**src/lc3b_cache_macros.svh**
```systemverilog
`ifndef LC3B_CACHE_MACROS_SVH
`define LC3B_CACHE_MACROS_SVH

// geometry of the L1 data cache
// two ways, eight sets, one 128-bit line per entry

// width of a full cache line in bits
`define CACHE_LINE_BITS 128

// one byte select per byte of the line
`define CACHE_SEL_BITS 16

// a line address drops the byte offset of the CPU address
`define CACHE_ADR_BITS 12

// upper part of the line address
`define CACHE_TAG_BITS 9

// lower part of the line address, picks the set
`define CACHE_INDEX_BITS 3

// number of sets per way
`define CACHE_SETS 8

`endif
```
**src/cache_ctrl_pkg.sv**
```systemverilog
package cache_ctrl_pkg;

    // controller states
    // WRITEBACK only entered when the victim is dirty
    typedef enum logic [1:0] {
        IDLE,
        WRITEBACK,
        FILL
    } cache_state_e;

    // way selection, also the encoding of the per-set LRU bit
    typedef enum logic {
        WAY_0 = 1'b0,
        WAY_1 = 1'b1
    } way_sel_e;

endpackage : cache_ctrl_pkg

```
**src/lc3b_types_pkg.sv**
```systemverilog
`include "lc3b_cache_macros.svh"

package lc3b_types_pkg;

    // one full line as moved on both buses
    typedef logic [`CACHE_LINE_BITS-1:0] lc3b_cache_word;

    // byte-enable mask, bit i covers byte i of the line
    typedef logic [`CACHE_SEL_BITS-1:0] lc3b_cache_sel;

    // line address as seen on the Wishbone buses
    // tag in the upper bits, set index in the lower bits
    typedef logic [`CACHE_ADR_BITS-1:0] lc3b_line_addr;

    // stored per entry and compared on lookup
    typedef logic [`CACHE_TAG_BITS-1:0] lc3b_cache_tag;

    // selects one of the sets
    typedef logic [`CACHE_INDEX_BITS-1:0] lc3b_cache_index;

endpackage : lc3b_types_pkg

```
**src/cache_ctrl_if.sv**
```systemverilog
interface cache_ctrl_if
    import cache_ctrl_pkg::*;
();

    // controller to datapath
    way_sel_e way_sel;
    // 0 selects CPU write data, 1 selects the memory line
    logic data_source_sel;
    // 1 puts the request tag on mem_adr instead of the victim tag
    logic tag_bypass_sel;
    logic load;
    logic load_lru;

    // datapath to controller
    logic hit_0;
    logic hit_1;
    // dirty bit of the way named by lru
    logic dirty;
    way_sel_e lru;

    modport ctrl (
        output way_sel, data_source_sel, tag_bypass_sel, load, load_lru,
        input  hit_0, hit_1, dirty, lru
    );

    modport dp (
        input  way_sel, data_source_sel, tag_bypass_sel, load, load_lru,
        output hit_0, hit_1, dirty, lru
    );

endinterface : cache_ctrl_if

```
**src/cache_l1.sv**
```systemverilog
module cache_l1
    import lc3b_types_pkg::*;
(
    input  logic            clk,
    input  logic            rst_n,

    // CPU-side Wishbone slave
    input  logic            cpu_cyc,
    input  logic            cpu_stb,
    input  logic            cpu_we,
    input  lc3b_line_addr   cpu_adr,
    input  lc3b_cache_sel   cpu_sel,
    input  lc3b_cache_word  cpu_dat_m,
    output lc3b_cache_word  cpu_dat_s,
    output logic            cpu_ack,

    // memory-side Wishbone master
    output logic            mem_cyc,
    output logic            mem_stb,
    output logic            mem_we,
    output lc3b_line_addr   mem_adr,
    output lc3b_cache_sel   mem_sel,
    output lc3b_cache_word  mem_dat_m,
    input  lc3b_cache_word  mem_dat_s,
    input  logic            mem_ack
);

    cache_ctrl_if ctrl_if ();

    cache_l1_control cache_l1_control_i (
        .clk     (clk),
        .rst_n   (rst_n),
        .ctrl    (ctrl_if.ctrl),
        .cpu_cyc (cpu_cyc),
        .cpu_stb (cpu_stb),
        .cpu_we  (cpu_we),
        .cpu_ack (cpu_ack),
        .mem_cyc (mem_cyc),
        .mem_stb (mem_stb),
        .mem_we  (mem_we),
        .mem_ack (mem_ack)
    );

    // request fields go straight to the datapath
    cache_l1_datapath cache_l1_datapath_i (
        .clk       (clk),
        .rst_n     (rst_n),
        .ctrl      (ctrl_if.dp),
        .cpu_adr   (cpu_adr),
        .cpu_sel   (cpu_sel),
        .cpu_dat_m (cpu_dat_m),
        .mem_dat_s (mem_dat_s),
        .cpu_dat_s (cpu_dat_s),
        .mem_adr   (mem_adr),
        .mem_sel   (mem_sel),
        .mem_dat_m (mem_dat_m)
    );

endmodule : cache_l1

```
**src/cache_l1_control.sv**
```systemverilog
module cache_l1_control
    import cache_ctrl_pkg::*;
(
    input  logic        clk,
    input  logic        rst_n,
    cache_ctrl_if.ctrl  ctrl,

    // CPU-side Wishbone handshake
    input  logic        cpu_cyc,
    input  logic        cpu_stb,
    input  logic        cpu_we,
    output logic        cpu_ack,

    // memory-side Wishbone handshake
    output logic        mem_cyc,
    output logic        mem_stb,
    output logic        mem_we,
    input  logic        mem_ack
);

    cache_state_e state;
    cache_state_e state_next;

    logic req;
    logic hit;

    assign req = cpu_cyc && cpu_stb;
    assign hit = ctrl.hit_0 || ctrl.hit_1;

    always_ff @(posedge clk or negedge rst_n) begin
        if (!rst_n) begin
            state <= IDLE;
        end else begin
            state <= state_next;
        end
    end

    always_comb begin
        state_next           = state;
        cpu_ack              = 1'b0;
        mem_cyc              = 1'b0;
        mem_stb              = 1'b0;
        mem_we               = 1'b0;
        // outside a hit the victim way is the one in play
        ctrl.way_sel         = ctrl.lru;
        ctrl.data_source_sel = 1'b0;
        ctrl.tag_bypass_sel  = 1'b0;
        ctrl.load            = 1'b0;
        ctrl.load_lru        = 1'b0;

        case (state)
            IDLE: begin
                if (req) begin
                    if (hit) begin
                        ctrl.way_sel  = ctrl.hit_1 ? WAY_1 : WAY_0;
                        // ack in the same cycle, writes merge into the hit way
                        cpu_ack       = 1'b1;
                        ctrl.load     = cpu_we;
                        ctrl.load_lru = 1'b1;
                    end else if (ctrl.dirty) begin
                        state_next = WRITEBACK;
                    end else begin
                        state_next = FILL;
                    end
                end
            end

            WRITEBACK: begin
                // victim line to its own address, held through wait states
                mem_cyc = 1'b1;
                mem_stb = 1'b1;
                mem_we  = 1'b1;
                if (mem_ack) begin
                    state_next = FILL;
                end
            end

            FILL: begin
                mem_cyc              = 1'b1;
                mem_stb              = 1'b1;
                ctrl.tag_bypass_sel  = 1'b1;
                ctrl.data_source_sel = 1'b1;
                if (mem_ack) begin
                    // request hits on return to IDLE
                    ctrl.load  = 1'b1;
                    state_next = IDLE;
                end
            end

            default: begin
                state_next = IDLE;
            end
        endcase
    end

    a_stb_in_cycle: assert property (
        @(posedge clk) disable iff (!rst_n)
        mem_stb |-> mem_cyc
    );

    // a CPU ack only ever ends a request while memory is idle
    a_ack_not_during_mem: assert property (
        @(posedge clk) disable iff (!rst_n)
        !(cpu_ack && mem_stb)
    );

endmodule : cache_l1_control

```
**src/cache_l1_datapath.sv**
```systemverilog
`include "lc3b_cache_macros.svh"

module cache_l1_datapath
    import lc3b_types_pkg::*;
    import cache_ctrl_pkg::*;
(
    input  logic            clk,
    input  logic            rst_n,
    cache_ctrl_if.dp        ctrl,
    input  lc3b_line_addr   cpu_adr,
    input  lc3b_cache_sel   cpu_sel,
    input  lc3b_cache_word  cpu_dat_m,
    input  lc3b_cache_word  mem_dat_s,
    output lc3b_cache_word  cpu_dat_s,
    output lc3b_line_addr   mem_adr,
    output lc3b_cache_sel   mem_sel,
    output lc3b_cache_word  mem_dat_m
);

    lc3b_cache_tag   tag_in;
    lc3b_cache_index index;
    lc3b_cache_word  data_in;
    lc3b_cache_sel   byte_sel;

    logic            load_0;
    logic            load_1;
    lc3b_cache_word  data_0;
    lc3b_cache_word  data_1;
    lc3b_cache_tag   tag_0;
    lc3b_cache_tag   tag_1;
    logic            dirty_0;
    logic            dirty_1;

    lc3b_cache_word  data_out;
    lc3b_cache_tag   tag_out;
    lc3b_cache_tag   adr_tag;

    logic [`CACHE_SETS-1:0] lru_arr;

    // split the request line address
    assign tag_in = cpu_adr[`CACHE_ADR_BITS-1:`CACHE_INDEX_BITS];
    assign index  = cpu_adr[`CACHE_INDEX_BITS-1:0];

    // memory transfers always move the whole line
    assign mem_sel = '1;

    // write data and mask by source
    assign data_in  = ctrl.data_source_sel ? mem_dat_s : cpu_dat_m;
    assign byte_sel = ctrl.data_source_sel ? mem_sel : cpu_sel;

    // only the selected way sees the load strobe
    assign load_0 = ctrl.load && (ctrl.way_sel == WAY_0);
    assign load_1 = ctrl.load && (ctrl.way_sel == WAY_1);

    cache_way cache_way_0 (
        .clk       (clk),
        .rst_n     (rst_n),
        .load      (load_0),
        .load_type (ctrl.data_source_sel),
        .byte_sel  (byte_sel),
        .tag_in    (tag_in),
        .index     (index),
        .data_in   (data_in),
        .tag_out   (tag_0),
        .data_out  (data_0),
        .dirty_out (dirty_0),
        .hit_out   (ctrl.hit_0)
    );

    cache_way cache_way_1 (
        .clk       (clk),
        .rst_n     (rst_n),
        .load      (load_1),
        .load_type (ctrl.data_source_sel),
        .byte_sel  (byte_sel),
        .tag_in    (tag_in),
        .index     (index),
        .data_in   (data_in),
        .tag_out   (tag_1),
        .data_out  (data_1),
        .dirty_out (dirty_1),
        .hit_out   (ctrl.hit_1)
    );

    // line and tag of the selected way
    assign data_out = (ctrl.way_sel == WAY_1) ? data_1 : data_0;
    assign tag_out  = (ctrl.way_sel == WAY_1) ? tag_1 : tag_0;

    // same line goes back to the CPU on a hit and to memory on a write-back
    assign cpu_dat_s = data_out;
    assign mem_dat_m = data_out;

    // victim tag for write-back, request tag for the fill
    assign adr_tag = ctrl.tag_bypass_sel ? tag_in : tag_out;
    assign mem_adr = {adr_tag, index};

    // LRU bit names the way to evict next
    assign ctrl.lru   = way_sel_e'(lru_arr[index]);
    assign ctrl.dirty = (ctrl.lru == WAY_1) ? dirty_1 : dirty_0;

    // after an access the other way becomes least recently used
    always_ff @(posedge clk or negedge rst_n) begin
        if (!rst_n) begin
            lru_arr <= '0;
        end else if (ctrl.load_lru) begin
            lru_arr[index] <= (ctrl.way_sel == WAY_0);
        end
    end

endmodule : cache_l1_datapath

```
**src/cache_way.sv**
```systemverilog
`include "lc3b_cache_macros.svh"

module cache_way
    import lc3b_types_pkg::*;
(
    input  logic            clk,
    input  logic            rst_n,
    input  logic            load,
    // 0 for a CPU write, 1 for a line fill from memory
    input  logic            load_type,
    input  lc3b_cache_sel   byte_sel,
    input  lc3b_cache_tag   tag_in,
    input  lc3b_cache_index index,
    input  lc3b_cache_word  data_in,
    output lc3b_cache_tag   tag_out,
    output lc3b_cache_word  data_out,
    output logic            dirty_out,
    output logic            hit_out
);

    lc3b_cache_word data_arr [`CACHE_SETS];
    lc3b_cache_tag  tag_arr [`CACHE_SETS];
    logic [`CACHE_SETS-1:0] valid_arr;
    logic [`CACHE_SETS-1:0] dirty_arr;

    lc3b_cache_word merged;

    // stored line with the enabled bytes replaced
    // a fill arrives with every byte enabled
    always_comb begin
        merged = data_arr[index];
        for (int i = 0; i < `CACHE_SEL_BITS; i++) begin
            if (byte_sel[i]) begin
                merged[8*i +: 8] = data_in[8*i +: 8];
            end
        end
    end

    always_ff @(posedge clk) begin
        if (load) begin
            data_arr[index] <= merged;
            // a CPU write only loads on a hit, so the tag is unchanged there
            tag_arr[index]  <= tag_in;
        end
    end

    always_ff @(posedge clk or negedge rst_n) begin
        if (!rst_n) begin
            valid_arr <= '0;
            dirty_arr <= '0;
        end else if (load) begin
            if (load_type) begin
                valid_arr[index] <= 1'b1;
                dirty_arr[index] <= 1'b0;
            end else begin
                dirty_arr[index] <= 1'b1;
            end
        end
    end

    assign data_out  = data_arr[index];
    assign tag_out   = tag_arr[index];
    assign dirty_out = dirty_arr[index];
    assign hit_out   = valid_arr[index] && (tag_arr[index] == tag_in);

    // the set index comes straight from the CPU address at the top level
    a_load_index_known: assert property (
        @(posedge clk) disable iff (!rst_n)
        load |-> !$isunknown(index)
    );

endmodule : cache_way

```
**config.mk**
```make
export PLATFORM = sky130hd
export DESIGN_NAME = cache_l1
export DESIGN_NICKNAME = d
export VERILOG_FILES = /design/src/cache_ctrl_pkg.sv /design/src/lc3b_types_pkg.sv /design/src/cache_ctrl_if.sv /design/src/cache_l1.sv /design/src/cache_l1_control.sv /design/src/cache_l1_datapath.sv /design/src/cache_way.sv
export VERILOG_INCLUDE_DIRS = /design/src /design/src/src
export SDC_FILE = /design/constraint.sdc
export NUM_CORES = 2
export LEC_CHECK = 0
export BUFFER_PORTS_ARGS = -buffer_cell sky130_fd_sc_hd__buf_2
export CAP_MARGIN = 20
export CORE_MARGIN = 3
export CORE_UTILIZATION = 47
export DETAILED_ROUTE_END_ITERATION = 12
export SYNTH_ARGS = -nofsm -noshare
export SYNTH_HDL_FRONTEND = slang
export SYNTH_HIERARCHICAL = 1
export SYNTH_SLANG_ARGS = --single-unit
```
**constraint.sdc**
```tcl
create_clock -name clk -period 9.05 [get_ports clk]
set_input_delay 0.4525 -clock clk [delete_from_list [all_inputs] [get_ports clk]]
set_output_delay 0.4525 -clock clk [all_outputs]
set_load 0.1 [all_outputs]
```
; ---- Yosys cells after proc, flatten, opt, wreduce, memory -nomap -nowiden
; Memory sizes are Yosys's and may differ from the RTL's.
; Cells that the tools add are included.
[totals]
regBits = 42
latchBits = 0
ramBits = 2192
romBits = 0
in_bits = 290
mem_count = 4
[classes]
add_sub_neg = 0
n_mul = 0
div_mod_pow = 0
n_lt_le_gt_ge = 2
eq_ne = 8
shifts = 0
muxes = 77
bitwise = 8
reduce_logical = 12
[mem_list]
columns = memory, words, word_bits, read_ports, rd_ports_with_merged_regs, wr, line_no
row1 = cache_l1_datapath_i.cache_way_0.data_arr, 8, 128, 1, 0, 1, cache_way.sv:21  ; lc3b_cache_word data_arr [`CACHE_SETS];
row2 = cache_l1_datapath_i.cache_way_1.data_arr, 8, 128, 1, 0, 1, cache_way.sv:21
row3 = cache_l1_datapath_i.cache_way_0.tag_arr, 8, 9, 1, 0, 1, cache_way.sv:22  ; lc3b_cache_tag tag_arr [`CACHE_SETS];
row4 = cache_l1_datapath_i.cache_way_1.tag_arr, 8, 9, 1, 0, 1, cache_way.sv:22
[op_table]
columns = operator, n
row1 = $mux 8, 34
row2 = $mux 128, 2
row3 = $or 8x8->8, 4
row4 = $mux 1, 24
row5 = $eq 9x9->1, 2
row6 = $mux 9, 2
row7 = $and 8x8->8, 2
row8 = $mux 16, 1
row9 = $bmux 1 s3, 5
row10 = $mux 2, 5
row11 = $bwmux 8, 1
row12 = $not 8->8, 1
row13 = $logic_and 1x1->1, 6
row14 = $ne 2x2->1 const B, 3
row15 = $pmux 2 s3, 1
row16 = $lt 3x4->1 const B, 1
row17 = $reduce_and 2->1, 2
row18 = $reduce_and 4->1, 1
row19 = $demux 1 s3, 1
row20 = $ge 3x1->1 const B, 1
row21 = $eq 2x1->1 const B, 1
row22 = $eq 2x2->1 const B, 1
row23 = $logic_not 2->1, 1
row24 = $ne 2x1->1 const B, 1
row25 = 4 further kinds, 4

; ---- Longest topological paths before layout
[logic_depth]
depth_word = 11
mapped_depth = 17
mapped_depth_nobuf = 12

; ---- Modules after synthesis
; Netlist, hierarchy kept.
[by_module_without_submodules]
columns = mod, instances, cells_each, area_each_um2, seq_area_each_um2
row1 = cache_way at cache_l1_datapath_i.cache_way_0, 1, 2328, 43123.9, 33311.9
row2 = cache_way at cache_l1_datapath_i.cache_way_1, 1, 2320, 43023.8, 33311.9
row3 = cache_l1_datapath, 1, 523, 4854.7, 200.2
row4 = cache_l1_control, 1, 28, 251.5, 50.0

; ---- Worst setup path before layout
; No wires, ideal clock.
[synth_timing]
kind = input-to-reg
start = in cpu_adr[2]
end = mem cache_l1_datapath_i/cache_way_0/data_arr[1][0] in the netlist's numbering (enable)
setup_time_ns = 0.490
arrival_ns = 6.094
slack_ns = 2.465
cell_stages = 14
n_path_buf = 3
path_cell_list = buf_6 and2_1 buf_2 a22o_1 a221oi_1 xnor2_1 nand4_1 nor4_2 o21a_1 a22o_1 nor2b_1 buf_2 nand2_1 inv_1
[synth_via]
elab_cells_between_ends = 24
[synth_rtl]
columns = item, line_no
row1 = "start, declared", cache_l1.sv:11  ; input lc3b_line_addr cpu_adr,
row2 = $mem_v2 8x9, -
row3 = named net cache_l1_datapath_i.tag_1[3], cache_l1_datapath.sv:30  ; lc3b_cache_tag tag_1;
row4 = $eq 9x9->1, cache_way.sv:64  ; assign hit_out = valid_arr[index] && (tag_arr[index] == tag_in);
row5 = $logic_and 1x1->1, cache_way.sv:64
row6 = named net ctrl_if.hit_1, cache_ctrl_if.sv:16  ; logic hit_1;
row7 = $logic_or 1x1->1, cache_l1_control.sv:28  ; assign hit = ctrl.hit_0 || ctrl.hit_1;
row8 = $mux 1, cache_l1_control.sv:54  ; if (hit) begin
row9 = $mux 1, cache_l1_control.sv:53  ; if (req) begin
row10 = $pmux 1 s2, cache_l1_control.sv:51  ; case (state)
row11 = named net ctrl_if.load, cache_ctrl_if.sv:11  ; logic load;
row12 = $logic_and 1x1->1, cache_l1_datapath.sv:52  ; assign load_0 = ctrl.load && (ctrl.way_sel == WAY_0);
row13 = named net cache_l1_datapath_i.load_0, cache_l1_datapath.sv:25  ; logic load_0;
row14 = $mux 1, cache_way.sv:40  ; if (load) begin
row15 = $mux 1 (implied by the code), cache_way.sv:41  ; data_arr[index] <= merged;
row16 = "end, declared", cache_way.sv:21
; The timed path passes the listed nets, and every way through them passes these cells. The select of a mux whose other input is x is not followed.

; ---- Worst setup path in the final report
[layout_timing]
start = in cpu_adr[1]
end = out mem_adr[3]
[layout_via]
elab_chain_len = 9
elab_cells_between_ends = 19
[layout_lines]
columns = item, line_no
row1 = $mem_v2 8x9 *, -
row2 = named net cache_l1_datapath_i.tag_1[3], cache_l1_datapath.sv:30
row3 = $eq 9x9->1 *, cache_way.sv:64
row4 = $logic_and 1x1->1 *, cache_way.sv:64
row5 = named net ctrl_if.hit_1, cache_ctrl_if.sv:16
row6 = $mux 1 or $logic_or 1x1->1 (tied branches), "cache_l1_control.sv:55, cache_l1_control.sv:28"
row7 = $mux 1 *, cache_l1_control.sv:54
row8 = $mux 1 *, cache_l1_control.sv:53
row9 = $mux 1 *, cache_l1_control.sv:51
row10 = named net ctrl_if.way_sel, cache_ctrl_if.sv:6  ; way_sel_e way_sel;
row11 = $mux 9 *, cache_l1_datapath.sv:87  ; assign tag_out = (ctrl.way_sel == WAY_1) ? tag_1 : tag_0;
row12 = $mux 9 *, cache_l1_datapath.sv:94  ; assign adr_tag = ctrl.tag_bypass_sel ? tag_in : tag_out;
row13 = "end, declared", cache_l1.sv:21  ; output lc3b_line_addr mem_adr,
; The timed path passes the listed nets; every way through them passes the cells marked *. The select of a mux whose other input is x is not followed.

==> flow_metrics.env <==
export IMPL_post_cts_buffers=0
export IMPL_r2r_start="cache_l1_datapath_i/cache_way_0/tag_arr[2][7]"
export IMPL_total_power_mw=27.3
export IMPL_portBuffers=561
export IMPL_drive_above_1_share_pct=31.3
export IMPL_dr_pass1_iters=6
export IMPL_dp_cells=7926
export IMPL_drc=0
export IMPL_hold_path_class="primary input to flop"
export IMPL_ant_nets=0
export IMPL_p_leak_nw=34.1
export IMPL_worstSetupPathDepth=13
export IMPL_setup_viol=0
export IMPL_switchingPower_mw=8.29
export IMPL_crit_top_cell="buf_4"
export IMPL_place_hpwl_um=174000
export IMPL_cp_top_family="buffers and inverters"
export IMPL_ys_ff_latch=2234
export IMPL_r2r_end="cache_l1_datapath_i/cache_way_0/data_arr[5][113]"
export IMPL_yosys_area_share_xor_xnor_pct=0.173
export IMPL_async_flop_share_pct=1.88
export IMPL_synthSimpleGateAreaFrac_pct=2.03
export IMPL_clockBufferDepth=3
export IMPL_ios=578
export IMPL_grt_max_degree=107
export IMPL_startpoint="cpu_adr[1]"
export IMPL_ys_flop_type="edfxtp_1"
export IMPL_synthMuxAreaShare_pct=12.7
export IMPL_cts_sinks=2234
export IMPL_fill_cells=15200
export IMPL_synthTopCellsByCount="2,192 x edfxtp_1, 669 x mux2_2, 283 x a221oi_1"
export IMPL_rsz0062_at_grt="no"
export IMPL_skew_ns=0.0363
export IMPL_grtUsageTotal_pct=29.4
export IMPL_internal_power_mw=19.0
export IMPL_multiInputGateArea_um2=21600
export IMPL_path_clk_slew_ns=0.06
export IMPL_synth_seq_area_share_pct=73.3
export IMPL_start_util_pct=47.3
export IMPL_finalHoldViolations=0
export IMPL_cap_viol_max_count=0
export IMPL_syn_area_um2=91300
export IMPL_swShare_pct=30.3
export IMPL_grt_pass1_vias=51200
export IMPL_synth_adder_area_share_pct=0.0411
export IMPL_critPathLaunchType="primary input"
export IMPL_cts_buffers=218
export IMPL_period_share_pct=65.6
export IMPL_fmax_mhz=168
export IMPL_wl_per_cell_um=35.8
export IMPL_die_x_um=447
export IMPL_insertion_delay_ns=0.86
export IMPL_root_buffer="clkbuf_16"
export IMPL_dieArea_um2=199000
export IMPL_synth_area_per_cell_um2=17.6
export IMPL_placementRows=161
export IMPL_rrSetupSlack_ns=4.00
export IMPL_crit_buf_inv=4
export IMPL_period_needed_ns=5.94
export IMPL_initialDrtViolationCount=7002
export IMPL_p_comb_share_pct=20.5
export IMPL_slew_violations=0
export IMPL_syn2layout_area_growth_pct=12.6
export IMPL_crit_arrival_ns=5.49
export IMPL_worstPathRequired_ns=8.60
export IMPL_cts_tree="built"
export IMPL_core_area_um2=193000
export IMPL_die_h_um=447
export IMPL_yosys_area_top_type_share_pct=72.1
export IMPL_crit_path_max_incr_delay_ns=0.73
export IMPL_synth_compound_area_share_pct=8.50
export IMPL_p_per_area_nw_per_um2=266
export IMPL_critPathMaxFanout=65
export IMPL_overflow=0
export IMPL_routabilityCongestion=0.841
export IMPL_outcome="finished clean"
export IMPL_crit_end="mem_adr[3]"
export IMPL_postSynthCellCount=5199
export IMPL_synth_edf_count=2192
export IMPL_reg2regPathDepth=12
export IMPL_endpoint_kind="output pin"
export IMPL_synth_top_family_by_area="multiplexers"
export IMPL_tns_ns=0
export IMPL_avgViaCountPerCell=6.45
export IMPL_worst_pin_slew_ns=1.24
export IMPL_fin_util_pct=53.3
export IMPL_seqPwrFrac_pct=46.8
export IMPL_antenna_found_initial=32
export IMPL_synthDistinctLibCells=64
export IMPL_h_tree_depth=4
export IMPL_crit_chain="buf_8 > buf_4 > and2_2 > a22o_1 > a221oi_1 > xnor2_1 > nand4_1 > nor4_2 > a22o_4 > buf_4 > mux2i_1 > o21ai_0 > buf_2"
export IMPL_slowest_stage="buf_4"
export IMPL_vdd_drop_max_mv=0.326
export IMPL_wirelength_um=298000
export IMPL_slew_headroom_pct=17.1
export IMPL_synth_area_top_cells="edfxtp_1 72%, mux2_2 8.3%, a221oi_1 2.7%, mux2i_1 2.0%, mux4_2 1.9%"
export IMPL_yosysMostFrequentCell="edfxtp_1"
export IMPL_clkPwrFrac_pct=32.6
export IMPL_crit_type="primary input to output pin"
export IMPL_vias=53800
export IMPL_synth_top_area_cell="edfxtp_1"
export IMPL_grt_pass1_wl_um=411000
export IMPL_seq_area_um2=66900
export IMPL_layout_cells_non_filler=8344
export IMPL_finalNetCount=5914
export IMPL_ys_warn_count=6
## cells in the final DEF, fill, tap and decap left out, types with 55 or more instances in the layout
cell and instances:
edfxtp_1 2192, mux2_2 669, buf_2 558, a221oi_1 283, clkbuf_16 221, a22oi_1 203
mux2i_1 184, nand2_1 169, a21oi_1 127, nor2_1 121, buf_4 108, o21ai_1 107
o21ai_0 91, mux4_2 77, clkinv_1 58, clkbuf_1 56, a22o_1 55
## layout make-up
cell class,instances,area share (%)
sequential,2234,65.1
multi-input combinational,2457,21.1
clock buffer,282,5.65
timing repair buffer,683,3.82
tap,2526,3.08
clock inverter,126,1.07
inverter,27,0.223
antenna,9,0.0219
## sequential cells by signal (all words and copies together), names as in the netlist, named ones only
name                                       flops
cache_l1_datapath_i/cache_way_0/data_arr    1024
cache_l1_datapath_i/cache_way_1/data_arr    1024
cache_l1_datapath_i/cache_way_0/tag_arr       72
cache_l1_datapath_i/cache_way_1/tag_arr       72
cache_l1_datapath_i/cache_way_0/valid_arr      8
cache_l1_datapath_i/cache_way_1/valid_arr      8
cache_l1_datapath_i/lru_arr                    8
cache_l1_control_i/state                       2
## per-layer routing
metal  part of all wire, %  wire (um)  vias to the layer above  global-route usage, %
met1                    40     120000                    28200                   41.9
met5                 0.058        172                        -                  0.488
met3                    10      30000                      440                   5.95
met4                   3.5      10500                       14                   9.64
li1                      -          -                    21900                      -
met2                    46     138000                     3262                   45.6
## metrics by stage
step	setup slack, ns	area [um2]	hold slack [ns]
after floorplan	2.47	91300	0.157
after global placement	2.88	95700	0.432
after detailed placement	2.73	95800	0.439
after CTS	3.11	103000	0.00938
after global routing	2.95	103000	0.0825
final	3.11	103000	0.0533
## tightest hold or removal path: stages
cell	delay [ns]
buf_2	0.15
inv_1	0.06
a21oi_1	0.06
a2bb2oi_1	0.13
## power by group through the flow
| stage | Clock [mW] | Combinational [mW] | Sequential (mW) |
|---|---|---|---|
| 6_report | 8.92 | 5.61 | 12.8 |
| 5_1_grt | 9.36 | 5.81 | 12.8 |
| 4_1_cts | 8.92 | 5.54 | 12.8 |
| 3_5_place_dp | 0 | 5.52 | 13.0 |
| 3_3_place_gp | 0 | 5.44 | 13.0 |
| 2_1_floorplan | 0 | 3.70 | 13.0 |
## worst min path at each step
stage	start	endpoint	slack (ns)	cells past startpoint
after floorplan	rst_n	cache_l1_control_i/state[0]	0.16	0
after global placement	cache_l1_datapath_i/cache_way_1/valid_arr[1]	cache_l1_datapath_i/cache_way_1/valid_arr[1]	0.43	1
after detailed placement	cache_l1_datapath_i/cache_way_0/valid_arr[2]	cache_l1_datapath_i/cache_way_0/valid_arr[2]	0.44	1
after CTS	mem_ack	cache_l1_control_i/state[1]	0.009	4
after global routing	cpu_adr[5]	cache_l1_datapath_i/cache_way_1/tag_arr[5][2]	0.08	1
final	mem_ack	cache_l1_control_i/state[1]	0.05	4
## cell families after synthesis
family	Yosys count
AO/OA/AOI/OAI	1040
XOR/XNOR	18
adder cells (fa/ha/maj)	3
buffers and inverters	523
flip-flops	2234
multiplexers	971
other	1
AND/OR/NAND/NOR	409
## what timing repair did
item	4_1_cts	5_1_grt
resized for setup	0	0
hold buffers	1	0
endpoints found under the hold margin	42	0
setup endpoints to repair	0	0
(Power assumes the default switching activity.)
